===== src/rv_core_pkg.sv =====
/*
 * Widths, encodings and pipeline records of the RV32I integer core.
 * Every RTL module of the core imports what it needs from here.
 */
`default_nettype none

package rv_core_pkg;

	// ==================================================
	// Widths
	// ==================================================
	localparam int XLEN   = 32;
	localparam int N_REGS = 32;
	localparam int REG_AW = $clog2(N_REGS);

	typedef logic [XLEN-1:0]   data_t;
	typedef logic [REG_AW-1:0] reg_addr_t;
	typedef logic [31:0]       instr_t;

	// ==================================================
	// Instruction encodings
	// ==================================================

	// Major opcodes that the core executes
	typedef enum logic [6:0] {
		OPC_OP     = 7'b0110011,
		OPC_OP_IMM = 7'b0010011,
		OPC_LUI    = 7'b0110111
	} opcode_e;

	// funct3 field of OP and OP-IMM
	localparam logic [2:0] F3_ADD_SUB = 3'b000;
	localparam logic [2:0] F3_SLL     = 3'b001;
	localparam logic [2:0] F3_SLT     = 3'b010;
	localparam logic [2:0] F3_SLTU    = 3'b011;
	localparam logic [2:0] F3_XOR     = 3'b100;
	localparam logic [2:0] F3_SRL_SRA = 3'b101;
	localparam logic [2:0] F3_OR      = 3'b110;
	localparam logic [2:0] F3_AND     = 3'b111;

	// funct7 field, alternate form selects SUB and SRA
	localparam logic [6:0] F7_BASE = 7'b0000000;
	localparam logic [6:0] F7_ALT  = 7'b0100000;

	// ==================================================
	// Execute controls
	// ==================================================
	typedef enum logic [3:0] {
		ALU_ADD,
		ALU_SUB,
		ALU_SLL,
		ALU_SLT,
		ALU_SLTU,
		ALU_XOR,
		ALU_SRL,
		ALU_SRA,
		ALU_OR,
		ALU_AND
	} alu_op_e;

	typedef enum logic {SRCA_RS1, SRCA_ZERO} src_a_e;
	typedef enum logic {SRCB_RS2, SRCB_IMM} src_b_e;

	// Decode to execute record
	typedef struct packed {
		logic      valid;
		logic      illegal;
		reg_addr_t rd;
		reg_addr_t rs1;
		reg_addr_t rs2;
		alu_op_e   alu_op;
		src_a_e    src_a;
		src_b_e    src_b;
		data_t     imm;
	} dec_ctrl_t;

	// Writeback record
	typedef struct packed {
		logic      valid;
		logic      illegal;
		reg_addr_t rd;
		data_t     result;
	} wb_t;

endpackage

`default_nettype wire


===== src/rv_alu.sv =====
/*
 * Combinational integer ALU for the ten RV32I register operations.
 */
`timescale 1ns/1ps
`default_nettype none

module rv_alu (
	input  wire rv_core_pkg::alu_op_e alu_op_i,
	input  wire rv_core_pkg::data_t   op_a_i,
	input  wire rv_core_pkg::data_t   op_b_i,
	output rv_core_pkg::data_t        result_o
);

	import rv_core_pkg::*;

	logic [4:0] shamt;
	logic       lt_signed;
	logic       lt_unsigned;

	// Shift amount from the low bits only
	assign shamt = op_b_i[4:0];

	assign lt_signed   = $signed(op_a_i) < $signed(op_b_i);
	assign lt_unsigned = op_a_i < op_b_i;

	always_comb begin
		case (alu_op_i)
			ALU_ADD:  result_o = op_a_i + op_b_i;
			ALU_SUB:  result_o = op_a_i - op_b_i;
			ALU_SLL:  result_o = op_a_i << shamt;
			ALU_SLT:  result_o = {{(XLEN-1){1'b0}}, lt_signed};
			ALU_SLTU: result_o = {{(XLEN-1){1'b0}}, lt_unsigned};
			ALU_XOR:  result_o = op_a_i ^ op_b_i;
			ALU_SRL:  result_o = op_a_i >> shamt;
			ALU_SRA:  result_o = data_t'($signed(op_a_i) >>> shamt);
			ALU_OR:   result_o = op_a_i | op_b_i;
			ALU_AND:  result_o = op_a_i & op_b_i;
			default:  result_o = '0;
		endcase
	end

endmodule

`default_nettype wire


===== src/rv_regfile.sv =====
/*
 * Integer register file, two synchronous read ports and one write port.
 * No write-to-read bypass; the execute stage covers that case.
 */
`timescale 1ns/1ps
`default_nettype none

module rv_regfile (
	input  wire logic                  clk,
	input  wire logic                  rst_n,
	input  wire rv_core_pkg::reg_addr_t raddr1_i,
	input  wire rv_core_pkg::reg_addr_t raddr2_i,
	output rv_core_pkg::data_t          rdata1_o,
	output rv_core_pkg::data_t          rdata2_o,
	input  wire rv_core_pkg::reg_addr_t waddr_i,
	input  wire rv_core_pkg::data_t     wdata_i,
	input  wire logic                  wen_i
);

	import rv_core_pkg::*;

	data_t regs [N_REGS];

	// ==================================================
	// Storage
	// ==================================================

	// x0 is never written, so it reads zero forever
	always_ff @(posedge clk or negedge rst_n) begin
		if (!rst_n) begin
			for (int i = 0; i < N_REGS; i++) begin
				regs[i] <= '0;
			end
		end else if (wen_i && waddr_i != '0) begin
			regs[waddr_i] <= wdata_i;
		end
	end

	// Read ports, one cycle from address to data
	always_ff @(posedge clk or negedge rst_n) begin
		if (!rst_n) begin
			rdata1_o <= '0;
			rdata2_o <= '0;
		end else begin
			rdata1_o <= regs[raddr1_i];
			rdata2_o <= regs[raddr2_i];
		end
	end

	// Execute stage qualifies the write enable with rd
	assert property (@(posedge clk) disable iff (!rst_n)
		!(wen_i && waddr_i == '0));

endmodule

`default_nettype wire


===== src/rv_decoder.sv =====
/*
 * Stage D decoder. Turns one instruction word per cycle into registered
 * execute controls and immediate; anything outside the kept set is illegal.
 */
`timescale 1ns/1ps
`default_nettype none

module rv_decoder (
	input  wire logic                  clk,
	input  wire logic                  rst_n,
	input  wire rv_core_pkg::instr_t   instr_i,
	input  wire logic                  instr_vld_i,
	output rv_core_pkg::dec_ctrl_t     dx_ctrl_o
);

	import rv_core_pkg::*;

	opcode_e    opcode;
	logic [2:0] funct3;
	logic [6:0] funct7;
	data_t      imm_i;
	data_t      imm_u;
	logic       op_f7_ok;
	logic       imm_f7_ok;
	dec_ctrl_t  ctrl_d;

	// Shared between OP and OP-IMM, alt picks SUB or SRA
	function automatic alu_op_e f3_to_alu(input logic [2:0] f3, input logic alt);
		alu_op_e op;
		case (f3)
			F3_ADD_SUB: op = alt ? ALU_SUB : ALU_ADD;
			F3_SLL:     op = ALU_SLL;
			F3_SLT:     op = ALU_SLT;
			F3_SLTU:    op = ALU_SLTU;
			F3_XOR:     op = ALU_XOR;
			F3_SRL_SRA: op = alt ? ALU_SRA : ALU_SRL;
			F3_OR:      op = ALU_OR;
			default:    op = ALU_AND;
		endcase
		return op;
	endfunction

	assign opcode = opcode_e'(instr_i[6:0]);
	assign funct3 = instr_i[14:12];
	assign funct7 = instr_i[31:25];

	// I and U immediates
	assign imm_i = {{20{instr_i[31]}}, instr_i[31:20]};
	assign imm_u = {instr_i[31:12], 12'h000};

	// Register form: alternate funct7 only for ADD/SUB and SRL/SRA
	assign op_f7_ok = (funct7 == F7_BASE) ||
		(funct7 == F7_ALT && (funct3 == F3_ADD_SUB || funct3 == F3_SRL_SRA));

	// Immediate shifts carry funct7 in the upper immediate bits
	always_comb begin
		case (funct3)
			F3_SLL:     imm_f7_ok = (funct7 == F7_BASE);
			F3_SRL_SRA: imm_f7_ok = (funct7 == F7_BASE) || (funct7 == F7_ALT);
			default:    imm_f7_ok = 1'b1;
		endcase
	end

	always_comb begin
		ctrl_d.valid   = instr_vld_i;
		ctrl_d.illegal = 1'b0;
		ctrl_d.rd      = instr_i[11:7];
		ctrl_d.rs1     = instr_i[19:15];
		ctrl_d.rs2     = instr_i[24:20];
		ctrl_d.alu_op  = ALU_ADD;
		ctrl_d.src_a   = SRCA_RS1;
		ctrl_d.src_b   = SRCB_RS2;
		ctrl_d.imm     = imm_i;

		case (opcode)
			OPC_OP: begin
				ctrl_d.alu_op  = f3_to_alu(funct3, instr_i[30]);
				ctrl_d.illegal = !op_f7_ok;
			end
			OPC_OP_IMM: begin
				// Bit 30 is an immediate bit except for SRAI
				ctrl_d.alu_op  = f3_to_alu(funct3, funct3 == F3_SRL_SRA && instr_i[30]);
				ctrl_d.src_b   = SRCB_IMM;
				ctrl_d.illegal = !imm_f7_ok;
			end
			OPC_LUI: begin
				ctrl_d.src_a = SRCA_ZERO;
				ctrl_d.src_b = SRCB_IMM;
				ctrl_d.imm   = imm_u;
			end
			default: begin
				ctrl_d.illegal = 1'b1;
			end
		endcase

		if (ctrl_d.illegal) begin
			ctrl_d.rd = '0;
		end

		// Bubble: cleared register fields keep the bypass from matching
		if (!instr_vld_i) begin
			ctrl_d.illegal = 1'b0;
			ctrl_d.rd      = '0;
			ctrl_d.rs1     = '0;
			ctrl_d.rs2     = '0;
		end
	end

	always_ff @(posedge clk or negedge rst_n) begin
		if (!rst_n) begin
			dx_ctrl_o <= '0;
		end else begin
			dx_ctrl_o <= ctrl_d;
		end
	end

	// Illegal records must never reach the register file write port
	assert property (@(posedge clk) disable iff (!rst_n)
		dx_ctrl_o.illegal |-> dx_ctrl_o.rd == '0);

endmodule

`default_nettype wire


===== src/rv_execute.sv =====
/*
 * Stage X. Resolves operands through the bypass, runs the ALU and
 * registers the writeback record, which also drives the register file write.
 */
`timescale 1ns/1ps
`default_nettype none

module rv_execute (
	input  wire logic                   clk,
	input  wire logic                   rst_n,
	input  wire rv_core_pkg::dec_ctrl_t dx_ctrl_i,
	input  wire rv_core_pkg::data_t     rdata1_i,
	input  wire rv_core_pkg::data_t     rdata2_i,
	output rv_core_pkg::wb_t            wb_o,
	output rv_core_pkg::reg_addr_t      rf_waddr_o,
	output rv_core_pkg::data_t          rf_wdata_o,
	output logic                        rf_wen_o
);

	import rv_core_pkg::*;

	// Record being written to the register file one edge ago
	wb_t   wb_prev;
	wb_t   wb_d;
	data_t rs1_val;
	data_t rs2_val;
	data_t op_a;
	data_t op_b;
	data_t alu_result;

	// Priority order is x0, newest writeback, previous writeback, register file
	function automatic data_t bypass(input reg_addr_t rs, input data_t rf_data,
		input wb_t last, input wb_t prev);
		data_t val;
		if (rs == '0) begin
			val = '0;
		end else if (last.rd == rs) begin
			val = last.result;
		end else if (prev.rd == rs) begin
			val = prev.result;
		end else begin
			val = rf_data;
		end
		return val;
	endfunction

	// ==================================================
	// Operand select
	// ==================================================
	assign rs1_val = bypass(dx_ctrl_i.rs1, rdata1_i, wb_o, wb_prev);
	assign rs2_val = bypass(dx_ctrl_i.rs2, rdata2_i, wb_o, wb_prev);

	assign op_a = (dx_ctrl_i.src_a == SRCA_ZERO) ? '0 : rs1_val;
	assign op_b = (dx_ctrl_i.src_b == SRCB_IMM) ? dx_ctrl_i.imm : rs2_val;

	rv_alu i_rv_alu (
		.alu_op_i (dx_ctrl_i.alu_op),
		.op_a_i   (op_a),
		.op_b_i   (op_b),
		.result_o (alu_result)
	);

	// ==================================================
	// Writeback
	// ==================================================
	assign wb_d.valid   = dx_ctrl_i.valid;
	assign wb_d.illegal = dx_ctrl_i.illegal;
	assign wb_d.rd      = dx_ctrl_i.rd;
	assign wb_d.result  = (dx_ctrl_i.illegal || !dx_ctrl_i.valid) ? '0 : alu_result;

	always_ff @(posedge clk or negedge rst_n) begin
		if (!rst_n) begin
			wb_o    <= '0;
			wb_prev <= '0;
		end else begin
			wb_o    <= wb_d;
			wb_prev <= wb_o;
		end
	end

	assign rf_waddr_o = wb_o.rd;
	assign rf_wdata_o = wb_o.result;
	assign rf_wen_o   = wb_o.valid && !wb_o.illegal && (wb_o.rd != '0);

	// An illegal record carries no data
	assert property (@(posedge clk) disable iff (!rst_n)
		wb_o.illegal |-> wb_o.result == '0);

endmodule

`default_nettype wire


===== src/rv_core.sv =====
/*
 * Top level of the integer core. Decoder and register file work side by
 * side in stage D, execute follows; results leave on the writeback port.
 */
`timescale 1ns/1ps
`default_nettype none

module rv_core (
	input  wire logic                clk,
	input  wire logic                rst_n,
	input  wire rv_core_pkg::instr_t instr_i,
	input  wire logic                instr_vld_i,
	output rv_core_pkg::wb_t         wb_o
);

	import rv_core_pkg::*;

	dec_ctrl_t dx_ctrl;
	data_t     dx_rdata1;
	data_t     dx_rdata2;
	reg_addr_t rf_waddr;
	data_t     rf_wdata;
	logic      rf_wen;

	// ==================================================
	// Stage D
	// ==================================================
	rv_decoder i_rv_decoder (
		.clk         (clk),
		.rst_n       (rst_n),
		.instr_i     (instr_i),
		.instr_vld_i (instr_vld_i),
		.dx_ctrl_o   (dx_ctrl)
	);

	// Read addresses straight from the rs1 and rs2 fields
	rv_regfile i_rv_regfile (
		.clk      (clk),
		.rst_n    (rst_n),
		.raddr1_i (instr_i[19:15]),
		.raddr2_i (instr_i[24:20]),
		.rdata1_o (dx_rdata1),
		.rdata2_o (dx_rdata2),
		.waddr_i  (rf_waddr),
		.wdata_i  (rf_wdata),
		.wen_i    (rf_wen)
	);

	// ==================================================
	// Stage X
	// ==================================================
	rv_execute i_rv_execute (
		.clk        (clk),
		.rst_n      (rst_n),
		.dx_ctrl_i  (dx_ctrl),
		.rdata1_i   (dx_rdata1),
		.rdata2_i   (dx_rdata2),
		.wb_o       (wb_o),
		.rf_waddr_o (rf_waddr),
		.rf_wdata_o (rf_wdata),
		.rf_wen_o   (rf_wen)
	);

endmodule

`default_nettype wire


===== config.mk =====
export PLATFORM = sky130hd
export DESIGN_NAME = rv_core
export DESIGN_NICKNAME = d
export VERILOG_FILES = /design/src/rv_core_pkg.sv /design/src/rv_alu.sv /design/src/rv_regfile.sv /design/src/rv_decoder.sv /design/src/rv_execute.sv /design/src/rv_core.sv
export SDC_FILE = /design/constraint.sdc
export NUM_CORES = 2
export LEC_CHECK = 0
export BUFFER_PORTS_ARGS = -buffer_cell sky130_fd_sc_hd__buf_2
export CAP_MARGIN = 10
export CORE_UTILIZATION = 35
export DETAILED_ROUTE_END_ITERATION = 10
export MAX_ROUTING_LAYER = met4
export SYNTH_ARGS = -nofsm -noshare
export SYNTH_HDL_FRONTEND = slang
export SYNTH_HIERARCHICAL = 1
export SYNTH_SLANG_ARGS = --single-unit

===== constraint.sdc =====
create_clock -name clk -period 6.9 [get_ports clk]
set_input_delay 0.69 -clock clk [delete_from_list [all_inputs] [get_ports clk]]
set_output_delay 0.69 -clock clk [all_outputs]
set_load 0.03 [all_outputs]

Word-level counts from Yosys, hierarchy flattened
Index checks and enable logic that the tools add are counted.
- add/sub/neg operators: 2
- $lt $le $gt $ge: 6
- equality and inequality tests: 23
- shift-type cells: 3
- muxes and demuxes: 33
- bitwise operators: 6
- reductions and logical operators: 21
- operators by type and width (kind ; count):
    $bwmux 1024 ; 1
    $mux 32 ; 14
    $bmux 32 s5 ; 2
    $pmux 32 s10 ; 1
    $demux 32 s5 ; 1
    $lt 32x32->1 ; 2
    $pmux 4 s7 ; 2
    $add 32x32->32 ; 1
    $and 32x32->32 ; 1
    $or 32x32->32 ; 1
    $shl 32x5->32 ; 1
    $shr 32x5->32 ; 1
    $sshr 32x5->32 ; 1
    $sub 32x32->32 ; 1
    $xor 32x32->32 ; 1
    $mux 31 ; 1
    $eq 7x6->1 const B ; 3
    $eq 5x5->1 ; 4
    $ge 6x6->1 const B ; 3
    $not 5->6 ; 3
    $eq 4x3->1 const B ; 4
    $mux 16 ; 1
    $logic_not 5->1 ; 2
    $eq 3x3->1 const B ; 3
    other kinds (20) ; 39
- register bits after elaboration: 1219
- input port bits: 35
- output and inout port bits: 39
- logic and storage cells: 143

Longest topological paths before layout
- word-level depth: 8
- mapped depth: 22
- gate-level depth less buffers: 18

By module
Netlist, hierarchy kept.
- modules (own cells, without submodules) (module ; instances ; cells each ; area each (µm²) ; seq. area each (µm²)):
    rv_regfile ; 1 ; 4665 ; 57541.4 ; 27226.1
    rv_alu ; 1 ; 1231 ; 8196.6 ; 0.0
    rv_execute ; 1 ; 436 ; 4538.1 ; 1901.8
    rv_decoder ; 1 ; 141 ; 1946.9 ; 1376.3

Worst setup path before layout
OpenSTA, ideal clock, no wires.
- kind: reg2reg
- from: reg i_rv_decoder/dx_ctrl_o[39] (netlist bit)
- to: reg i_rv_execute/rf_wdata_o[18] (netlist name)
- setup time: 0.119 ns
- arrival: 4.811 ns
- required time: 6.781 ns
- setup slack: 1.970 ns
- cell stages (with the launch flop): 23
- buffers on the path: 5
- period minus slack after synthesis: 4.930 ns
- cell sequence: dfrtp_1 xnor2_1 nand3_1 nor3_4 buf_8 mux2i_1 o221ai_2 clkbuf_1 inv_2 buf_1 clkbuf_1 ha_1 buf_2 nor2_1 nor2_1 o221ai_2 a311oi_2 a21o_1 or3_1 a41oi_1 xor2_1 o221ai_1 and2_1
- RTL lines (what ; line ; source):
    from (decl) ; rv_decoder.sv:13 ; output rv_core_pkg::dec_ctrl_t dx_ctrl_o
    from (signal assigned) ; rv_decoder.sv:113 ; dx_ctrl_o <= ctrl_d;

==> run_results.csv <==
group,metric,value,unit
worst_setup_path,critPathBufInv,3,
synthesis,synth_top_family_by_area,"multiplexers",
sta,fin_worst_skew,49.1,ps
detailed_routing,detail-route-antenna-nets,0,
sta,period_share,83.1,%
sta,final.min_clock_period,5730,ps
global_routing,grt_max_degree,187,
sta,hold_viol,0,
worst_setup_path,critical-path-max-stage-delay,610,ps
power,power-per-cell-area,236,nW/um^2
sta,fin_setup_tns,0,ps
synthesis,yosys.area_share.xor_xnor,0.534,%
synthesis,syn_area_per_cell,11.2,um^2
worst_setup_path,cp_slowest_cell,"o311ai_2",
floorplan,die_height,456,um
global_routing,use_met1,31.9,%
clock_tree,clock_latency,830,ps
clock_tree,cts_tree,"built",
place,io_buffer_count,73,
global_routing,top_usage_layer,"met2",
clock_tree,post_cts_resized,0,
finish,nets,6362,
worst_setup_path,cp.arrival,6420,ps
clock_tree,cts.sinks,1219,
sta,rsz0062_at_grt,"no",
detailed_routing,wl_per_cell,28.9,um
detailed_routing,avgViaCountPerCell,5.92,
synthesis,synth_fa_ha_area_share,1.77,%
worst_hold_path,min_path_type,"in2reg",
global_routing,antenna_found_initial,11,
sta,worst_pin_slew,1230,ps
synthesis,ys_ff_latch,1219,
sta,drv_slew,0,
floorplan,top_level_ports,74,
floorplan,die_x,456,um
floorplan,num_rows,166,
place,routabilityCongestion,0.952,
synthesis,muxShareOfSynthArea,32.3,%
worst_setup_path,critical_path_required,7580,ps
detailed_routing,first_pass_iters,6,
worst_setup_path,worst_setup_path_end_kind,"flip-flop",
clock_tree,htreeDepth,4,
sta,maxSlewHeadroom,17.4,%
synthesis,synth_async_sr_flop_share,100,%
sta,max_freq,174,MHz
synthesis,synth_top_area_cell,"dfrtp_1",
detailed_routing,routed_wl,261,mm
worst_setup_path,cp_max_fo,24,
detailed_routing,drtIter0Drc,5040,
place,pre_cts_slack,1230,ps
global_routing,grt_pass1_wl,379,mm
worst_setup_path,critPathKind,"reg2reg",
synthesis,synth_top_cell_area_share,42.2,%
global_routing,grt_use_met2,40.4,%
synthesis,yosysUniqueCellTypes,91,
clock_tree,clk_pin_slew,60,ps
synthesis,synth_ff_type,"dfrtp_1",
detailed_routing,via_count,53400,
power,leakage,38.0,nW
worst_setup_path,critPathLaunchType,"flip-flop",
synthesis,yosysWarnings,6,
synthesis,synth-seq-area-share,42.2,%
sta,layout_setup_ws,1170,ps
synthesis,netlist_top_cells_area,"dfrtp_1 42%, mux2i_1 16%, mux2_2 15%",
floorplan,die_area,208000,um^2
synthesis,synth_edf_count,0,
outcome,status,"finished clean",
worst_setup_path,crit_chain,"xor2_1, nor3_1, nand3_2, buf_4, a211oi_1, buf_4, inv_1, ha_1, nor4_2, o211ai_1, a21oi_1, o31ai_2, o311ai_2, a21oi_1, or3_1, a211oi_1, o21ai_1, and2_1",
floorplan,start_util,35.3,%
global_routing,grt_pass1_vias,53600,
global_routing,gr-usage-all-layers,25.3,%
synthesis,synth-simple-area-share,6.96,%
finish,drive_gt1_share,25.2,%
clock_tree,numCtsBuffers,138,
synthesis,netlist_instances,6473,
synthesis,netlist_area,72200,um^2
worst_setup_path,rr_worst_depth,18,
detailed_routing,route.detailed.drc,0,
worst_setup_path,cp_top_family,"compound AO/OA/AOI/OAI gates",
sta,report.final.setup_viol,0,
global_routing,overflow,0,
finish,syn_to_final_growth,9.60,%
clock_tree,clock_path_buffers,3,
power,ir_worst_vdd,0.308,mV
worst_hold_path,hold_depth,2,
worst_setup_path,cp_num_cells,18,
synthesis,syn_nets,6609,
global_routing,grtUsageMet3,3.93,%
synthesis,synth_compound_area_share,10.9,%
place,place_hpwl,156,mm
clock_tree,clockRootBuffer,"clkbuf_16",
run,drv_cap,0,
floorplan,fp.coreArea,205000,um^2
## placed cells by master, fill, tap and decap left out, types with 16 or more instances in the layout
cell and count:
clkbuf_8 19, buf_12 27, clkbuf_16 140, buf_2 71, mux2i_1 1141, nor3_1 95, buf_4 150, a21o_1 42
dfrtp_1 1216, mux2_1 37, nand3_1 215, o21ai_0 83, clkinv_2 24, and3_1 16, clkbuf_1 24, a211oi_1 63
nand2b_1 21, mux2_2 967, o221ai_2 27, nor2b_1 24, a22oi_1 196, nor2_1 211, a22o_1 128, a31oi_1 72
nor2_4 18, mux4_2 27, nand2_1 317, nand2_2 18, xnor2_1 28, a21oi_1 326, ha_1 99, a221oi_1 27
xor2_1 16, inv_1 117, and2_1 45, o211ai_1 26
## registers in the layout (all words and copies together), names as in the netlist
signal / cells
i_rv_regfile/regs: 1024
i_rv_decoder/dx_ctrl_o: 55
i_rv_execute/wb_prev: 37
i_rv_execute/rf_wdata_o: 32
i_rv_regfile/rdata1_o: 32
i_rv_regfile/rdata2_o: 32
i_rv_execute/rf_waddr_o: 5
i_rv_execute/wb_o: 2
## synth_stat cells (30+ instances only)
cell,number
a21o_1,42
dfrtp_1,1219
buf_4,104
nor3_1,96
clkbuf_1,296
a22o_1,128
a31oi_1,72
mux2_2,967
a211oi_1,65
a22oi_1,196
a21oi_1,326
buf_2,151
buf_6,48
and2_1,47
nor2_1,214
mux2i_1,1141
nor2b_1,30
nand3_1,216
nand2_1,336
mux2_1,37
o221ai_2,31
o21ai_0,83
inv_1,117
buf_1,37
ha_1,99
## power breakdown
group          internal (mW)  total [mW]  leakage, nW  switching, mW
logic                   1.13        3.67         18.9           2.54
registers               7.26        7.40         16.8          0.142
clock network           4.41        7.59         2.26           3.18
total                   12.8        18.7         38.0           5.86
## through the flow
step                power (mW)  hold slack [ps]  utilization, %  area (um^2)  instances
finish                    18.7              137            38.7        79200       9022
CTS                       18.7             89.2            38.6        79100       9019
floorplan                 9.71              331               -        72200       6473
global placement          11.1              337            36.4        74500       8771
detailed placement        11.1              335            36.4        74500       8772
global route              19.3             96.2            38.7        79200       9021
## logic make-up after synthesis
family | count (synthesis)
buffers and inverters | 763
AO/OA/AOI/OAI | 1118
AND/OR/NAND/NOR | 1056
multiplexers | 2172
flip-flops | 1219
XOR/XNOR | 44
adder cells (fa/ha/maj) | 101
## layer usage
layer / wire length [um] / share of wire, % / up-vias
li1: - / - / 23100
met1: 110000 / 42 / 27800
met2: 124000 / 47 / 1948
met3: 15600 / 6.0 / 578
met4: 11400 / 4.4 / 0
met5: 0 / 0 / -
## repair_timing
item / 4_1_cts / 5_1_grt
hold buffers: 2 / 0
hold endpoints to repair: 115 / 0
buffers inserted: 0 / 0
## final timing paths
path                                                       from                               endpoint  slack [ps]
max                        i_rv_execute/rf_waddr_o[3]$_DFF_PN0_  i_rv_execute/rf_wdata_o[31]$_DFF_PN0_        1170
min                                                  instr_i[9]   i_rv_decoder/dx_ctrl_o[50]$_DFF_PN0_         140
max reg2reg                i_rv_execute/rf_waddr_o[3]$_DFF_PN0_  i_rv_execute/rf_wdata_o[31]$_DFF_PN0_        1170
min reg2reg                i_rv_decoder/dx_ctrl_o[48]$_DFF_PN0_   i_rv_execute/rf_waddr_o[0]$_DFF_PN0_         340
max in group asynchronous                                 rst_n        i_rv_execute/wb_o[38]$_DFF_PN0_        4680
min in group asynchronous                                 rst_n     i_rv_regfile/regs[836]$_DFFE_PN0P_         530
## layout make-up
class,instances,area (um^2)
repair buffers,252,2070
diodes,3,7.51
clock inverters,62,773
fillers,19700,126000
inverters,124,465
multi-input cells,4491,38100
well taps,2688,3360
clock buffers,183,3850
flip-flops and latches,1219,30500
(Power assumes the default switching activity.)
